<file path="config.mk">
export PLATFORM = sky130hd
export DESIGN_NAME = rw_tile_top
export DESIGN_NICKNAME = d
export VERILOG_FILES = /design/src/rtl/rw_pkg.sv /design/src/rtl/rw_tile_top.sv /design/src/rtl/rw_write_stage.sv /design/src/rtl/rw_cfg_regs.sv /design/src/rtl/rw_worker.sv /design/src/rtl/sync_fifo.sv
export SDC_FILE = /design/constraint.sdc
export NUM_CORES = 1
export LEC_CHECK = 0
export BUFFER_PORTS_ARGS = -buffer_cell sky130_fd_sc_hd__buf_4
export CAP_MARGIN = 10
export CORE_AREA = 3 3 334 336
export CTS_CLUSTER_DIAMETER = 120
export DETAILED_ROUTE_END_ITERATION = 10
export DIE_AREA = 0 0 337 339
export PLACE_DENSITY_LB_ADDON = 0.05
export SYNTH_ARGS = -nofsm -noshare
export SYNTH_HDL_FRONTEND = slang
export SYNTH_HIERARCHICAL = 1
export SYNTH_SLANG_ARGS = --single-unit
export TNS_END_PERCENT = 20
</file>
<file path="constraint.sdc">
create_clock -name clk -period 6.87 [get_ports clk]
set_clock_uncertainty 0.15 [all_clocks]
set_input_delay 1.374 -clock clk [delete_from_list [all_inputs] [get_ports clk]]
set_output_delay 1.374 -clock clk [all_outputs]
set_load 0.05 [all_outputs]
</file>
<file path="src/rtl/rw_pkg.sv">
package rw_pkg;

   localparam int LOCALE_W   = 16;
   localparam int OBJ_W      = 32;
   localparam int THREAD_W   = 4;
   localparam int CQ_SLOT_W  = 6;
   localparam int FIFO_OCC_W = 5;
   localparam int TILE_W     = 8;
   localparam int SEQ_W      = 16;
   localparam int ADDR_W     = 32;
   localparam int LINE_W     = 512;           // one data line
   localparam int STRB_W     = LINE_W / 8;
   localparam int LANE_SEL_W = 4;             // 16 object lanes per line

   typedef enum logic [1:0] {
      TT_WRITE        = 2'd0,
      TT_INCR         = 2'd1,
      TT_READ         = 2'd2,
      TT_UNDO_RESTORE = 2'd3
   } task_type_e;

   typedef logic [LOCALE_W-1:0]   locale_t;
   typedef logic [OBJ_W-1:0]      object_t;
   typedef logic [THREAD_W-1:0]   thread_id_t;
   typedef logic [CQ_SLOT_W-1:0]  cq_slot_t;
   typedef logic [FIFO_OCC_W-1:0] fifo_occ_t;
   typedef logic [TILE_W-1:0]     tile_id_t;
   typedef logic [SEQ_W-1:0]      spawn_seq_t;

   typedef struct packed {
      task_type_e         ttype;
      locale_t            locale;
      logic [OBJ_W-1:0]   arg;
   } task_desc_t;

   typedef struct packed {
      task_desc_t task_desc;
      object_t    object;
      thread_id_t thread;
      cq_slot_t   cq_slot;
   } rw_task_t;

   // child task as it leaves the tile
   typedef struct packed {
      task_desc_t task_desc;
      tile_id_t   tile;
      spawn_seq_t seq;
   } out_task_t;

   typedef enum logic {
      CFG_RW_BASE     = 1'b0,
      CFG_FIFO_THRESH = 1'b1
   } cfg_addr_e;

   typedef struct packed {
      cfg_addr_e    cfg_addr;
      logic [31:0]  wdata;
   } cfg_bus_t;

endpackage
</file>
<file path="src/rtl/rw_tile_top.sv">
`timescale 1ns/10ps

module rw_tile_top import rw_pkg::*; #(
   parameter int TILE_ID        = 0,
   parameter int FIFO_LOG_DEPTH = 1
) (
   input  logic              clk,
   input  logic              rstn,

   input  logic              cfg_req,
   output logic              cfg_ack,
   input  cfg_bus_t          cfg_bus,

   input  logic              task_in_valid,
   output logic              task_in_ready,
   input  rw_task_t          task_in,

   output logic              wvalid,
   input  logic              wready,
   output logic [ADDR_W-1:0] waddr,
   output logic [LINE_W-1:0] wdata,
   output logic [STRB_W-1:0] wstrb,
   output thread_id_t        wid,

   input  logic              bvalid,
   output logic              bready,
   input  thread_id_t        bid,

   output logic              task_out_valid,
   input  logic              task_out_ready,
   output out_task_t         task_out,
   output cq_slot_t          task_out_cq_slot,

   input  fifo_occ_t         task_out_fifo_occ,
   input  logic              gvt_slot_valid,
   input  cq_slot_t          gvt_slot,

   output logic              unlock_locale,
   output thread_id_t        unlock_thread,

   output logic              finish_task_valid,
   input  logic              finish_task_ready,
   output cq_slot_t          finish_task_slot,
   output logic              finish_task_is_undo
);

   logic [31:0] rw_base;
   fifo_occ_t   fifo_thresh;

   rw_cfg_regs u_cfg (
      .clk        (clk),
      .rstn       (rstn),
      .cfg_req    (cfg_req),
      .cfg_bus    (cfg_bus),
      .cfg_ack    (cfg_ack),
      .rw_base    (rw_base),
      .fifo_thresh(fifo_thresh)
   );

   rw_write_stage #(
      .TILE_ID       (TILE_ID),
      .FIFO_LOG_DEPTH(FIFO_LOG_DEPTH)
   ) u_write_stage (
      .clk                (clk),
      .rstn               (rstn),
      .task_in_valid      (task_in_valid),
      .task_in_ready      (task_in_ready),
      .task_in            (task_in),
      .wvalid             (wvalid),
      .wready             (wready),
      .waddr              (waddr),
      .wdata              (wdata),
      .wstrb              (wstrb),
      .wid                (wid),
      .bvalid             (bvalid),
      .bready             (bready),
      .bid                (bid),
      .task_out_valid     (task_out_valid),
      .task_out_ready     (task_out_ready),
      .task_out           (task_out),
      .task_out_cq_slot   (task_out_cq_slot),
      .task_out_fifo_occ  (task_out_fifo_occ),
      .gvt_slot_valid     (gvt_slot_valid),
      .gvt_slot           (gvt_slot),
      .unlock_locale      (unlock_locale),
      .unlock_thread      (unlock_thread),
      .finish_task_valid  (finish_task_valid),
      .finish_task_ready  (finish_task_ready),
      .finish_task_slot   (finish_task_slot),
      .finish_task_is_undo(finish_task_is_undo),
      .rw_base            (rw_base),
      .fifo_thresh        (fifo_thresh)
   );

endmodule

</file>
<file path="src/rtl/rw_write_stage.sv">
`timescale 1ns/10ps

module rw_write_stage import rw_pkg::*; #(
   parameter int TILE_ID        = 0,
   parameter int FIFO_LOG_DEPTH = 1
) (
   input  logic              clk,
   input  logic              rstn,

   input  logic              task_in_valid,
   output logic              task_in_ready,
   input  rw_task_t          task_in,

   output logic              wvalid,
   input  logic              wready,
   output logic [ADDR_W-1:0] waddr,
   output logic [LINE_W-1:0] wdata,
   output logic [STRB_W-1:0] wstrb,
   output thread_id_t        wid,

   input  logic              bvalid,
   output logic              bready,
   input  thread_id_t        bid,

   output logic              task_out_valid,
   input  logic              task_out_ready,
   output out_task_t         task_out,
   output cq_slot_t          task_out_cq_slot,

   input  fifo_occ_t         task_out_fifo_occ,
   input  logic              gvt_slot_valid,
   input  cq_slot_t          gvt_slot,

   output logic              unlock_locale,
   output thread_id_t        unlock_thread,

   output logic              finish_task_valid,
   input  logic              finish_task_ready,
   output cq_slot_t          finish_task_slot,
   output logic              finish_task_is_undo,

   input  logic [31:0]       rw_base,
   input  fifo_occ_t         fifo_thresh
);

   typedef struct packed {
      thread_id_t thread;
      locale_t    locale;
      object_t    obj;
   } wr_entry_t;

   typedef struct packed {
      cq_slot_t slot;
      logic     is_undo;
   } fin_entry_t;

   logic       is_undo;
   logic       thresh_ok;
   logic       w_wvalid, w_out_valid;
   object_t    w_wdata;
   out_task_t  w_out_task;
   logic       need_write, need_out, need_finish;
   logic       out_ready;
   logic       accept;
   logic       nowrite_unlock;
   wr_entry_t  wr_in, wr_head;
   fin_entry_t fin_in, fin_head;
   logic       wfifo_full, wfifo_empty;
   logic       ffifo_full, ffifo_empty;

   assign is_undo   = (task_in.task_desc.ttype == TT_UNDO_RESTORE);
   // almost-full rule, the gvt task always gets through
   assign thresh_ok = (task_out_fifo_occ < fifo_thresh) ||
                      (gvt_slot_valid && (gvt_slot == task_in.cq_slot));

   rw_worker #(
      .TILE_ID(TILE_ID)
   ) u_worker (
      .clk        (clk),
      .rstn       (rstn),
      .in_valid   (task_in_valid && !is_undo),
      .in_desc    (task_in.task_desc),
      .in_object  (task_in.object),
      .sched_ready(task_in_ready),
      .wvalid     (w_wvalid),
      .wdata      (w_wdata),
      .out_valid  (w_out_valid),
      .out_task   (w_out_task)
   );

   assign need_write  = is_undo || w_wvalid;
   assign need_out    = !is_undo && w_out_valid;
   assign need_finish = !need_out;
   assign out_ready   = !task_out_valid || task_out_ready;

   assign task_in_ready = thresh_ok &&
                          (!need_write || !wfifo_full) &&
                          (!need_out || out_ready) &&
                          (!need_finish || !ffifo_full);
   assign accept        = task_in_valid && task_in_ready;

   assign wr_in.thread = task_in.thread;
   assign wr_in.locale = task_in.task_desc.locale;
   assign wr_in.obj    = is_undo ? task_in.object : w_wdata;   // restore bypasses worker

   sync_fifo #(
      .WIDTH    ($bits(wr_entry_t)),
      .LOG_DEPTH(FIFO_LOG_DEPTH)
   ) u_wr_fifo (
      .clk    (clk),
      .rstn   (rstn),
      .wr_en  (accept && need_write),
      .wr_data(wr_in),
      .rd_en  (wvalid && wready),
      .rd_data(wr_head),
      .full   (wfifo_full),
      .empty  (wfifo_empty)
   );

   assign wvalid = !wfifo_empty;
   assign wid    = wr_head.thread;
   assign waddr  = rw_base + {{(ADDR_W-LOCALE_W-2){1'b0}}, wr_head.locale, 2'b00};

   always_comb begin
      wdata = '0;
      wstrb = '0;
      wdata[wr_head.locale[LANE_SEL_W-1:0]*OBJ_W +: OBJ_W]     = wr_head.obj;
      wstrb[wr_head.locale[LANE_SEL_W-1:0]*(OBJ_W/8) +: OBJ_W/8] = '1;
   end

   // registered child output
   always_ff @(posedge clk) begin
      if (!rstn) begin
         task_out_valid <= 1'b0;
      end else if (accept && need_out) begin
         task_out_valid <= 1'b1;
      end else if (task_out_ready) begin
         task_out_valid <= 1'b0;
      end
   end

   always_ff @(posedge clk) begin
      if (accept && need_out) begin
         task_out         <= w_out_task;
         task_out_cq_slot <= task_in.cq_slot;
      end
   end

   assign fin_in.slot    = task_in.cq_slot;
   assign fin_in.is_undo = is_undo;

   sync_fifo #(
      .WIDTH    ($bits(fin_entry_t)),
      .LOG_DEPTH(FIFO_LOG_DEPTH)
   ) u_fin_fifo (
      .clk    (clk),
      .rstn   (rstn),
      .wr_en  (accept && need_finish),
      .wr_data(fin_in),
      .rd_en  (finish_task_valid && finish_task_ready),
      .rd_data(fin_head),
      .full   (ffifo_full),
      .empty  (ffifo_empty)
   );

   assign finish_task_valid   = !ffifo_empty;
   assign finish_task_slot    = fin_head.slot;
   assign finish_task_is_undo = fin_head.is_undo;

   // a task with no write unlocks now, the response waits one cycle
   assign nowrite_unlock = accept && !need_write;
   assign bready         = !nowrite_unlock;

   always_ff @(posedge clk) begin
      if (!rstn) begin
         unlock_locale <= 1'b0;
      end else begin
         unlock_locale <= nowrite_unlock || bvalid;
      end
   end

   always_ff @(posedge clk) begin
      if (nowrite_unlock) begin
         unlock_thread <= task_in.thread;
      end else if (bvalid) begin
         unlock_thread <= bid;
      end
   end

endmodule

</file>
<file path="src/rtl/rw_cfg_regs.sv">
`timescale 1ns/10ps

module rw_cfg_regs import rw_pkg::*; (
   input  logic        clk,
   input  logic        rstn,
   input  logic        cfg_req,
   input  cfg_bus_t    cfg_bus,
   output logic        cfg_ack,
   output logic [31:0] rw_base,
   output fifo_occ_t   fifo_thresh
);

   logic do_write;

   assign do_write = cfg_req && !cfg_ack;   // first cycle of a new request

   always_ff @(posedge clk) begin
      if (!rstn) begin
         cfg_ack <= 1'b0;
      end else if (do_write) begin
         cfg_ack <= 1'b1;
      end else if (!cfg_req) begin
         cfg_ack <= 1'b0;
      end
   end

   always_ff @(posedge clk) begin
      if (!rstn) begin
         rw_base     <= '0;
         fifo_thresh <= '1;
      end else if (do_write) begin
         case (cfg_bus.cfg_addr)
            CFG_RW_BASE: begin
               rw_base <= {cfg_bus.wdata[31:2], 2'b00};   // word aligned
            end
            CFG_FIFO_THRESH: begin
               fifo_thresh <= cfg_bus.wdata[FIFO_OCC_W-1:0];
            end
         endcase
      end
   end

endmodule

</file>
<file path="src/rtl/rw_worker.sv">
`timescale 1ns/10ps

module rw_worker import rw_pkg::*; #(
   parameter int TILE_ID = 0
) (
   input  logic       clk,
   input  logic       rstn,
   input  logic       in_valid,
   input  task_desc_t in_desc,
   input  object_t    in_object,
   input  logic       sched_ready,
   output logic       wvalid,
   output object_t    wdata,
   output logic       out_valid,
   output out_task_t  out_task
);

   spawn_seq_t seq_q;
   object_t    incr_val;

   assign incr_val = in_object + in_desc.arg;

   always_comb begin
      wvalid    = 1'b0;
      wdata     = '0;
      out_valid = 1'b0;
      out_task  = '0;
      if (in_valid) begin
         case (in_desc.ttype)
            TT_WRITE: begin
               wvalid = 1'b1;
               wdata  = in_desc.arg;
            end
            TT_INCR: begin
               wvalid    = 1'b1;
               wdata     = incr_val;
               // child writes the new value into the next object
               out_valid = 1'b1;
               out_task.task_desc.ttype  = TT_WRITE;
               out_task.task_desc.locale = in_desc.locale + 1'b1;
               out_task.task_desc.arg    = incr_val;
               out_task.tile             = tile_id_t'(TILE_ID);
               out_task.seq              = seq_q;
            end
            default: begin
               // reads write nothing, restores never reach the worker
               wvalid    = 1'b0;
               out_valid = 1'b0;
            end
         endcase
      end
   end

   always_ff @(posedge clk) begin
      if (!rstn) begin
         seq_q <= '0;
      end else if (in_valid && out_valid && sched_ready) begin
         seq_q <= seq_q + 1'b1;   // one per accepted child
      end
   end

endmodule

</file>
<file path="src/rtl/sync_fifo.sv">
`timescale 1ns/10ps

module sync_fifo #(
   parameter int WIDTH     = 8,
   parameter int LOG_DEPTH = 1
) (
   input  logic             clk,
   input  logic             rstn,
   input  logic             wr_en,
   input  logic [WIDTH-1:0] wr_data,
   input  logic             rd_en,
   output logic [WIDTH-1:0] rd_data,
   output logic             full,
   output logic             empty
);

   localparam int DEPTH = 1 << LOG_DEPTH;

   logic [WIDTH-1:0]   mem [DEPTH];
   logic [LOG_DEPTH:0] wr_ptr;   // msb is the wrap bit
   logic [LOG_DEPTH:0] rd_ptr;

   always_ff @(posedge clk) begin
      if (!rstn) begin
         wr_ptr <= '0;
         rd_ptr <= '0;
      end else begin
         if (wr_en && !full) begin
            wr_ptr <= wr_ptr + 1'b1;
         end
         if (rd_en && !empty) begin
            rd_ptr <= rd_ptr + 1'b1;
         end
      end
   end

   always_ff @(posedge clk) begin
      if (wr_en && !full) begin
         mem[wr_ptr[LOG_DEPTH-1:0]] <= wr_data;
      end
   end

   assign rd_data = mem[rd_ptr[LOG_DEPTH-1:0]];
   assign empty   = (wr_ptr == rd_ptr);
   assign full    = (wr_ptr[LOG_DEPTH-1:0] == rd_ptr[LOG_DEPTH-1:0]) &&
                    (wr_ptr[LOG_DEPTH] != rd_ptr[LOG_DEPTH]);

endmodule

</file>
=== After elaboration in Yosys (flattened, before gate mapping) ===
Memory sizes are Yosys's and may differ from the RTL's. A register that Yosys moved wholly into a read port is not among the register bits.
Index checks and enable logic that the tools add are counted.
Widths: inputs -> output; s select.

* Shift operators: 4
* Eq/ne operators: 10
* Multiplexer cells: 21
* $lt $le $gt $ge: 1
* Add/subtract/negate cells: 10
* Bitwise operators: 3
* Reduce and logical (&&, ||, !) cells: 46

{| class="wikitable"
|+ Operators by type and width
! operator !! count
|-
| $and 512x512->512 || 1
|-
| $shift 32x34->512 const A || 1
|-
| $shiftx 32x34->512 || 1
|-
| $and 64x64->64 || 1
|-
| $mux 32 || 2
|-
| $pmux 32 s2 || 1
|-
| $shift 4x34->64 const A || 1
|-
| $shiftx 4x34->64 const A || 1
|-
| $neg 6->34 || 1
|-
| $neg 9->34 || 1
|-
| $add 16x1->16 const B || 2
|-
| $add 32x18->32 || 1
|-
| $add 32x32->32 || 1
|-
| $logic_and 1x1->1 || 22
|-
| $mux 1 || 16
|-
| $logic_not 1->1 || 10
|-
| $add 2x1->2 const B || 4
|-
| $mux 4 || 2
|-
| $logic_or 1x1->1 || 7
|-
| $eq 6x6->1 || 1
|-
| $reduce_and 2->1 || 3
|-
| $lt 5x5->1 || 1
|-
| $eq 2x2->1 || 2
|-
| $reduce_bool 2->1 || 2
|-
| other kinds (8) || 10
|}

* Output and inout port bits: 710
* Bits of input ports: 149
* Memories kept: 2
* Flip-flop bits (word level): 146
* Memory bits (writable): 118
* Word-level logic and storage cells: 114

{| class="wikitable"
|+ Memories
! memory !! depth !! bits a word !! rd ports !! clocked after memory_dff !! wr ports !! line !! RTL
|-
| u_write_stage.u_wr_fifo.mem || 2 || 52 || 1 || 1 || 1 || sync_fifo.sv:19 || <nowiki>logic [WIDTH-1:0] mem [DEPTH];</nowiki>
|-
| u_write_stage.u_fin_fifo.mem || 2 || 7 || 1 || 1 || 1 || sync_fifo.sv:19 ||
|}

=== Longest topological paths before layout ===
Gate-level depths: netlist of run 1.

* Depth after elaboration: 15
* Depth in mapped cells: 17
* Depth with buffers taken out: 15

=== Modules after synthesis ===
The synthesis of run 1 kept the hierarchy.

{| class="wikitable"
|+ By module, submodules not included
! module !! seq. area each (um^2) !! times used !! cells each !! area each (um^2)
|-
| rw_write_stage || 2562.5 || 1 || 1092 || 8099.0
|-
| sync_fifo (u_write_stage.u_wr_fifo) || 3223.1 || 1 || 194 || 4006.3
|-
| rw_worker || 320.3 || 1 || 502 || 3545.9
|-
| rw_cfg_regs || 720.7 || 1 || 158 || 1476.4
|-
| sync_fifo (u_write_stage.u_fin_fifo) || 520.5 || 1 || 56 || 772.0
|}

=== Worst setup path before layout of run 1 ===
Ideal clock, no wire load.

* Path kind: input-to-reg
* From: input port task_in[90] (netlist name)
* To: register u_write_stage/task_out[0] (netlist name)
* Stages on the path: 13
* Data arrival time: 6.679 ns
* Setup time: 0.519 ns
* Buffers on the path: 2
* Required time: 6.201 ns
* Slack: -0.478 ns
* Path through: nand2_1 > and2_1 > nand2b_2 > inv_2 > nand2_1 > inv_1 > buf_6 > clkbuf_1 > nand2_1 > a221o_1 > a21oi_4 > nand2_1 > nor2_1

* Elaborated cells between the ends (all ways): 22
* Classes of those cells: 2 x eq/ne; 4 x mux; 16 x reduce/logical

{| class="wikitable"
|+ RTL lines
! element !! line !! RTL
|-
| start: declaration || rw_tile_top.sv:16 || <nowiki>input rw_task_t task_in,</nowiki>
|-
| $eq 2x2->1 || rw_write_stage.sv:71 || <nowiki>assign is_undo = (task_in.task_desc.ttype == TT_UNDO_RESTORE);</nowiki>
|-
| $logic_not 1->1 || rw_write_stage.sv:81 || <nowiki>.in_valid (task_in_valid && !is_undo),</nowiki>
|-
| $logic_and 1x1->1 || rw_write_stage.sv:81 ||
|-
| $mux 1 (*) || rw_worker.sv:28 || <nowiki>if (in_valid) begin</nowiki>
|-
| net u_write_stage.w_out_valid || rw_write_stage.sv:59 || <nowiki>logic w_wvalid, w_out_valid;</nowiki>
|-
| $logic_and 1x1->1 (*) || rw_write_stage.sv:92 || <nowiki>assign need_out = !is_undo && w_out_valid;</nowiki>
|-
| $logic_not 1->1 || rw_write_stage.sv:98 || <nowiki>(!need_out || out_ready) &&</nowiki>
|-
| $logic_or 1x1->1 || rw_write_stage.sv:98 ||
|-
| $logic_and 1x1->1 || rw_write_stage.sv:97 || <nowiki>(!need_write || !wfifo_full) &&</nowiki>
|-
| $logic_and 1x1->1 (*) || rw_write_stage.sv:98 ||
|-
| net task_in_ready || rw_tile_top.sv:15 || <nowiki>output logic task_in_ready,</nowiki>
|-
| $logic_and 1x1->1 (*) || rw_write_stage.sv:100 || <nowiki>assign accept = task_in_valid && task_in_ready;</nowiki>
|-
| $logic_and 1x1->1 (*) || rw_write_stage.sv:143 || <nowiki>if (accept && need_out) begin</nowiki>
|}

Mark *: on every way through the listed nets, which the timed path passes. The rest lies on a longest branch.
A chain may end at the register's enable or synchronous reset.

==> impl_metrics.tcl, run 1 <==
set metrics [dict create \
    run_status "finished clean" \
    synth_largest_type_area_fraction_pct 33.9 \
    fin_util_pct 24.5 \
    dieWidth_um 337 \
    number_of_flops_mapped_to_enable_cells_by_yosys 202 \
    path_class "reg -> out" \
    min-delay-path-class "reg -> reg" \
    fin_crit_ns 5.94 \
    worst_slew_pin_slew_ns 1.13 \
    postSynthRegisterBits 266 \
    cts_repair_resize_count 0 \
    vdd.ir_drop.worst_uv 134 \
    placement_row_count 121 \
    dr.pass1.iters 5 \
    clk_path_buf_depth 3 \
    num_vias 17700 \
    asyncSetResetFlopFracSynth_pct 0 \
    fin_nets 2962 \
    post_synth_most_frequent_cells "377 x sky130_fd_sc_hd__nor2_1, 256 x sky130_fd_sc_hd__and2_1, 227 x sky130_fd_sc_hd__nand2_1" \
    ioPinCount 859 \
    maxcap_viol_count 0 \
    setup_total_negative_slack_ns 0 \
    worst_r2r_endpoint "u_write_stage/u_wr_fifo/mem[1][15]" \
    design.core.area_um2 109000 \
    detail_route.vias_per_cell 4.22 \
    wl_per_cell_um 27.7 \
    achievable-frequency_ghz 0.168 \
    synthToLayoutAreaGrowth_pct 49.0 \
    synthesis.yosys.warnings 6 \
    min-delay-start "u_cfg/rw_base[11]" \
    floorplan.initialDensity_pct 16.4 \
    ys_types 92 \
    final.period_utilization_pct 86.5 \
    cts-buffers-inserted 38 \
    routabilityCongestion 0.926 \
    power.density_cell_area_nw_per_um2 232 \
    clk_pin_slew_ns 0.06 \
    dominantRegCellSynth "sky130_fd_sc_hd__edfxtp_1" \
    leakagePower_uw 0.0117 \
    grt_pass1_vias 18000 \
    cts_post_setup_buffers_inserted 0 \
    synth-seq-area-share_pct 41.0 \
    drive_above_1_share_pct 38.5 \
    timing.final.hold_violations 0 \
    critPathCaptureType "output port" \
    drcViolationCount 0 \
    post_layout_cell_count 4207 \
    num-fill-cells 11900 \
    post_synth_inst_count 2002 \
    design_power_total_uw 6200 \
    cts_hold_repair.buffers 0 \
    clockRootBuffer "sky130_fd_sc_hd__clkbuf_16" \
    synth.most_common_cell "sky130_fd_sc_hd__nor2_1" \
    timing.critical_path.required_ns 5.35 \
    worst_skew_pair.late_latency_ns 0.58 \
    netlist_area_um2 17900 \
    die_height_um 339 \
    timing.slew.headroom_pct 24.3 \
    global_route.overflow_total 0 \
    tritoncts "done" \
    finalSetupViolCount 0 \
    post-place-cells 4128 \
    synth_top_area_cell "sky130_fd_sc_hd__edfxtp_1" \
    worst_setup_path_start_kind "register" \
    grt_max_degree 86 \
    tritoncts_sinks 266 \
    r2r_slack_ns 3.34 \
    rsz0062_at_grt "no" \
    worst-r2r-cell-count 10 \
    whs_ns 0.318 \
    routed_wirelength_um 117000 \
    wire_length_of_the_first_global_routing_pass_um 156000 \
    antenna_left 0 \
    port_bufs 856 \
    synth.area.top_cells "sky130_fd_sc_hd__edfxtp_1 34%, sky130_fd_sc_hd__and2_1 8.9%, sky130_fd_sc_hd__nor2_1 7.9%" \
    slew_viol_final 0 \
    crit_path_max_fanout 23 \
    timing.rr.start "u_cfg/fifo_thresh[2]" \
    htree_levels 2 \
    detail_route.iter0.violations 957 \
    floorplan.die_area_um2 114000 \
    worstPathArrival_ns 4.42 \
    detailed_place_hpwl_um 93100 \
    grt_usage_pct 19.6 \
    endpoint "wdata[246]" \
    antenna_found_initial 15 \
    post_synth.cell_area_avg_um2 8.94 \
]
## layout make-up
cell class,instances,area (um2),share of cell area (%)
tap,1414,1770,6.63
clock buffer,53,1080,4.05
multi-input combinational,1527,9530,35.7
antenna,12,30.0,0.113
sequential,266,7350,27.6
clock inverter,14,148,0.554
inverter,44,168,0.629
timing repair buffer,877,6600,24.7
## cell families after synthesis
| family | share of synthesized area, % |
|---|---|
| DFF | 41.0 |
| buffers and inverters | 6.47 |
| and+or+nand+nor | 26.8 |
| AOI/OAI and AO/OA | 8.63 |
| muxes | 8.35 |
| adders and majority gates | 4.21 |
| xor gates and xnor gates | 4.46 |
| other | 0.0420 |
## registers in the layout, indices dropped and copies added (netlist names), named ones only
| name | cells |
|---|---|
| u_write_stage/u_wr_fifo/mem | 104 |
| u_write_stage/task_out | 74 |
| u_cfg/rw_base | 30 |
| u_write_stage/u_worker/seq_q | 16 |
| u_write_stage/u_fin_fifo/mem | 14 |
| u_write_stage/task_out_cq_slot | 6 |
| u_cfg/fifo_thresh | 5 |
| u_write_stage/unlock_thread | 4 |
| u_write_stage/u_fin_fifo/rd_ptr | 2 |
| u_write_stage/u_fin_fifo/wr_ptr | 2 |
| u_write_stage/u_wr_fifo/rd_ptr | 2 |
| u_write_stage/u_wr_fifo/wr_ptr | 2 |
| u_cfg/cfg_ack | 1 |
| u_write_stage/task_out_valid | 1 |
| u_write_stage/unlock_locale | 1 |
## cell usage in the layout, fill, tap and decap left out, types with 12 or more instances in the layout
cell | Yosys | final
sky130_fd_sc_hd__edfxtp_1 | 202 | 202
sky130_fd_sc_hd__and3_1 | 30 | 30
sky130_fd_sc_hd__nand3_1 | 26 | 26
sky130_fd_sc_hd__conb_1 | 2 | 12
sky130_fd_sc_hd__o21ai_1 | 14 | 14
sky130_fd_sc_hd__o21ai_0 | 27 | 27
sky130_fd_sc_hd__nand2_1 | 227 | 223
sky130_fd_sc_hd__ha_1 | 57 | 57
sky130_fd_sc_hd__nand4_1 | 19 | 19
sky130_fd_sc_hd__inv_1 | 39 | 39
sky130_fd_sc_hd__a21oi_1 | 63 | 62
sky130_fd_sc_hd__mux2_2 | 91 | 91
sky130_fd_sc_hd__mux2i_1 | 41 | 41
sky130_fd_sc_hd__nor2_1 | 377 | 371
sky130_fd_sc_hd__clkbuf_16 | 0 | 40
sky130_fd_sc_hd__xor2_1 | 32 | 32
sky130_fd_sc_hd__buf_4 | 66 | 876
sky130_fd_sc_hd__xnor2_1 | 51 | 51
sky130_fd_sc_hd__diode_2 | 0 | 12
sky130_fd_sc_hd__dfxtp_1 | 64 | 63
sky130_fd_sc_hd__a21o_1 | 33 | 33
sky130_fd_sc_hd__o211ai_1 | 13 | 13
sky130_fd_sc_hd__a31oi_1 | 14 | 14
sky130_fd_sc_hd__and2_1 | 256 | 255
## worst min path at each step
stage | end | slack, ns | cells after the start
after global routing | u_cfg/rw_base[12] | 0.33 | 2
final | u_cfg/rw_base[11] | 0.32 | 2
after detailed placement | u_cfg/rw_base[12] | 0.31 | 2
after global placement | u_cfg/rw_base[9] | 0.30 | 2
after CTS | u_cfg/rw_base[12] | 0.32 | 2
after floorplan | u_cfg/rw_base[10] | 0.29 | 2
## power by group
group | switching (uW) | internal (uW)
clock | 778 | 1180
combinational | 1800 | 605
sequential | 36.2 | 1800
total | 2620 | 3580
## layer usage
layer | track usage (%) | wire length, um | vias up
met2 | 36.6 | 61400 | 608
met1 | 21.6 | 44600 | 8789
li1 | - | - | 8244
met4 | 5.48 | 3230 | 6
met5 | 0 | 41 | -
met3 | 4.83 | 7420 | 101
## worst max-delay path, cell delays in order, from the launching register on
cell and delay [ns]:
sky130_fd_sc_hd__dfxtp_2 0.65, sky130_fd_sc_hd__mux2_2 0.48, sky130_fd_sc_hd__nor3_1 0.29, sky130_fd_sc_hd__ha_1 0.22
sky130_fd_sc_hd__nor2b_1 0.30, sky130_fd_sc_hd__nand2_1 0.24, sky130_fd_sc_hd__nor3_2 0.84, sky130_fd_sc_hd__buf_4 0.41
sky130_fd_sc_hd__and2_1 0.18, sky130_fd_sc_hd__buf_4 0.20
## metrics by stage
step                      setup slack (ns)  instance area (um2)
after floorplan                      0.114                17900
after global placement               0.965                25400
after detailed placement             0.971                25400
after CTS                            0.754                26600
after global routing                 0.552                26600
final                                0.925                26700
(Power assumes the default switching activity.)
==> run 2: changes to the inputs <==
Settings changed: MAX_ROUTING_LAYER set to met4.
==> impl_metrics.tcl, run 2 (same netlist as run 1, synthesis figures left out) <==
set metrics [dict create \
    switching_power_as_a_share_of_total_power_pct 42.2 \
    detail_route.vias_per_cell 4.22 \
    routed_wirelength_um 117000 \
    ioPinCount 859 \
    dr.pass1.iters 5 \
    clk_pin_slew_ns 0.06 \
    grt_pass1_vias 18000 \
    min-delay-path-class "reg -> reg" \
    path_class "reg -> out" \
    num_vias 17800 \
    grt_usage_pct 20.1 \
    antenna_found_initial 16 \
    whs_ns 0.315 \
    p_clk_share_pct 31.5 \
    cts_repair_resize_count 0 \
    maxcap_viol_count 0 \
    worst_skew_pair.late_latency_ns 0.58 \
    die_height_um 339 \
    final.period_utilization_pct 86.2 \
    fin_util_pct 24.5 \
    power.density_cell_area_nw_per_um2 232 \
    tritoncts "done" \
    fin_crit_ns 5.92 \
    vdd.ir_drop.worst_uv 133 \
    antenna_left 0 \
    detail_route.iter0.violations 978 \
    power_report.internal_total_uw 3580 \
    worstPathArrival_ns 4.40 \
    min-delay-start "u_cfg/rw_base[12]" \
    dieWidth_um 337 \
    power.share.sequential_pct 29.6 \
    drcViolationCount 0 \
    global_route.overflow_total 0 \
    fin_nets 2962 \
    sum_of_buffers_and_inverters_on_the_critical_path 1 \
    wl_per_cell_um 27.7 \
    worst_setup_path_start_kind "register" \
    tritoncts_sinks 266 \
    cts-buffers-inserted 38 \
    timing.critical_path.required_ns 5.35 \
    routabilityCongestion 0.943 \
    proportion_of_power_drawn_by_combinational_gates_pct 38.9 \
    crit_path_max_incr_delay_ns 0.95 \
    placement_row_count 121 \
    crit_path_max_fanout 36 \
    timing.slew.headroom_pct 20.3 \
    finalSetupViolCount 0 \
    drive_above_1_share_pct 38.5 \
    setup_total_negative_slack_ns 0 \
    worst_slew_pin_slew_ns 1.19 \
    clockRootBuffer "sky130_fd_sc_hd__clkbuf_16" \
    achievable-frequency_ghz 0.169 \
    timing.critical_path.max_delay_family "simple AND/OR/NAND/NOR gates" \
    detailed_place_hpwl_um 93100 \
    cpMaxStageDelayCell "sky130_fd_sc_hd__nor2_4" \
    cts_post_setup_buffers_inserted 0 \
    timing.final.hold_violations 0 \
    design.core.area_um2 109000 \
    grt_max_degree 86 \
    htree_levels 2 \
    wire_length_of_the_first_global_routing_pass_um 155000 \
    slew_viol_final 0 \
    cts_hold_repair.buffers 0 \
    run_status "finished clean" \
    synthToLayoutAreaGrowth_pct 49.0 \
    leakagePower_uw 0.0117 \
    most_used_cells_in_the_layout_excluding_fill_and_tap_cells "876 x sky130_fd_sc_hd__buf_4, 371 x sky130_fd_sc_hd__nor2_1, 255 x sky130_fd_sc_hd__and2_1" \
    rsz0062_at_grt "no" \
    timing.rr.start "u_cfg/fifo_thresh[2]" \
    clk_path_buf_depth 3 \
    floorplan.die_area_um2 114000 \
    port_bufs 856 \
    mostFrequentLayoutCell "sky130_fd_sc_hd__buf_4" \
    total_switching_power_uw 2620 \
    path_cells "mux2_2, nor3_1, ha_1, nor2_1, nand2_4, nor2_4, and2_1, buf_4" \
    critPathCaptureType "output port" \
    floorplan.initialDensity_pct 16.4 \
    largest_register_ff_count 104 \
]
-- run 2: worst paths after layout --
check | to | slack [ns] | depth (start not counted)
max | wdata[399] | 0.95 | 8
min | u_cfg/rw_base[12] | 0.31 | 2
max reg2reg | u_write_stage/u_wr_fifo/mem[1][15] | 3.32 | 10
min reg2reg | u_cfg/rw_base[12] | 0.31 | 2
-- run 2: cell type report --
cell class / count / area (um2)
clock inverters: 14 / 148
inverters: 44 / 168
well taps: 1414 / 1770
diodes: 17 / 42.5
fillers: 11900 / 82200
clock buffers: 53 / 1080
repair buffers: 877 / 6600
multi-input cells: 1527 / 9530
flip-flops and latches: 266 / 7350
-- run 2: through the flow --
step           cell area, um2  total power, uW  std cells  setup WS (ns)
2_1_floorplan           17900             3340       2012          0.114
6_report                26700             6200       4212          0.946
5_1_grt                 26700             6490       4203          0.546
3_3_place_gp            25400             4300       4128          0.965
4_1_cts                 26600             6340       4195          0.754
3_5_place_dp            25400             4310       4128          0.971
-- run 2: power groups by stage --
| stage | combinational, uW | clock [uW] | sequential [uW] |
|---|---|---|---|
| after global placement | 2430 | 0 | 1870 |
| final | 2410 | 1950 | 1840 |
| after CTS | 2440 | 2060 | 1840 |
| after detailed placement | 2440 | 0 | 1870 |
| after floorplan | 1450 | 0 | 1890 |
| after global routing | 2530 | 2120 | 1840 |
-- run 2: layer usage --
metal,wire [um],GRT usage [%],part of all wire (%)
met5,0,-,0
met4,3230,5.50,2.8
met3,7300,4.74,6.2
met2,61600,36.6,53
met1,44800,21.7,38
-- run 2: worst register-to-register path: stages, from the launching register on --
cell	delay, ns
sky130_fd_sc_hd__dfxtp_1	0.32
sky130_fd_sc_hd__inv_1	0.04
sky130_fd_sc_hd__ha_1	0.28
sky130_fd_sc_hd__a21o_1	0.15
sky130_fd_sc_hd__a31oi_1	0.18
sky130_fd_sc_hd__o21ai_1	0.27
sky130_fd_sc_hd__a21oi_4	0.31
sky130_fd_sc_hd__and3_2	0.26
sky130_fd_sc_hd__nand2_1	0.15
sky130_fd_sc_hd__a21oi_4	0.68
sky130_fd_sc_hd__buf_4	0.41
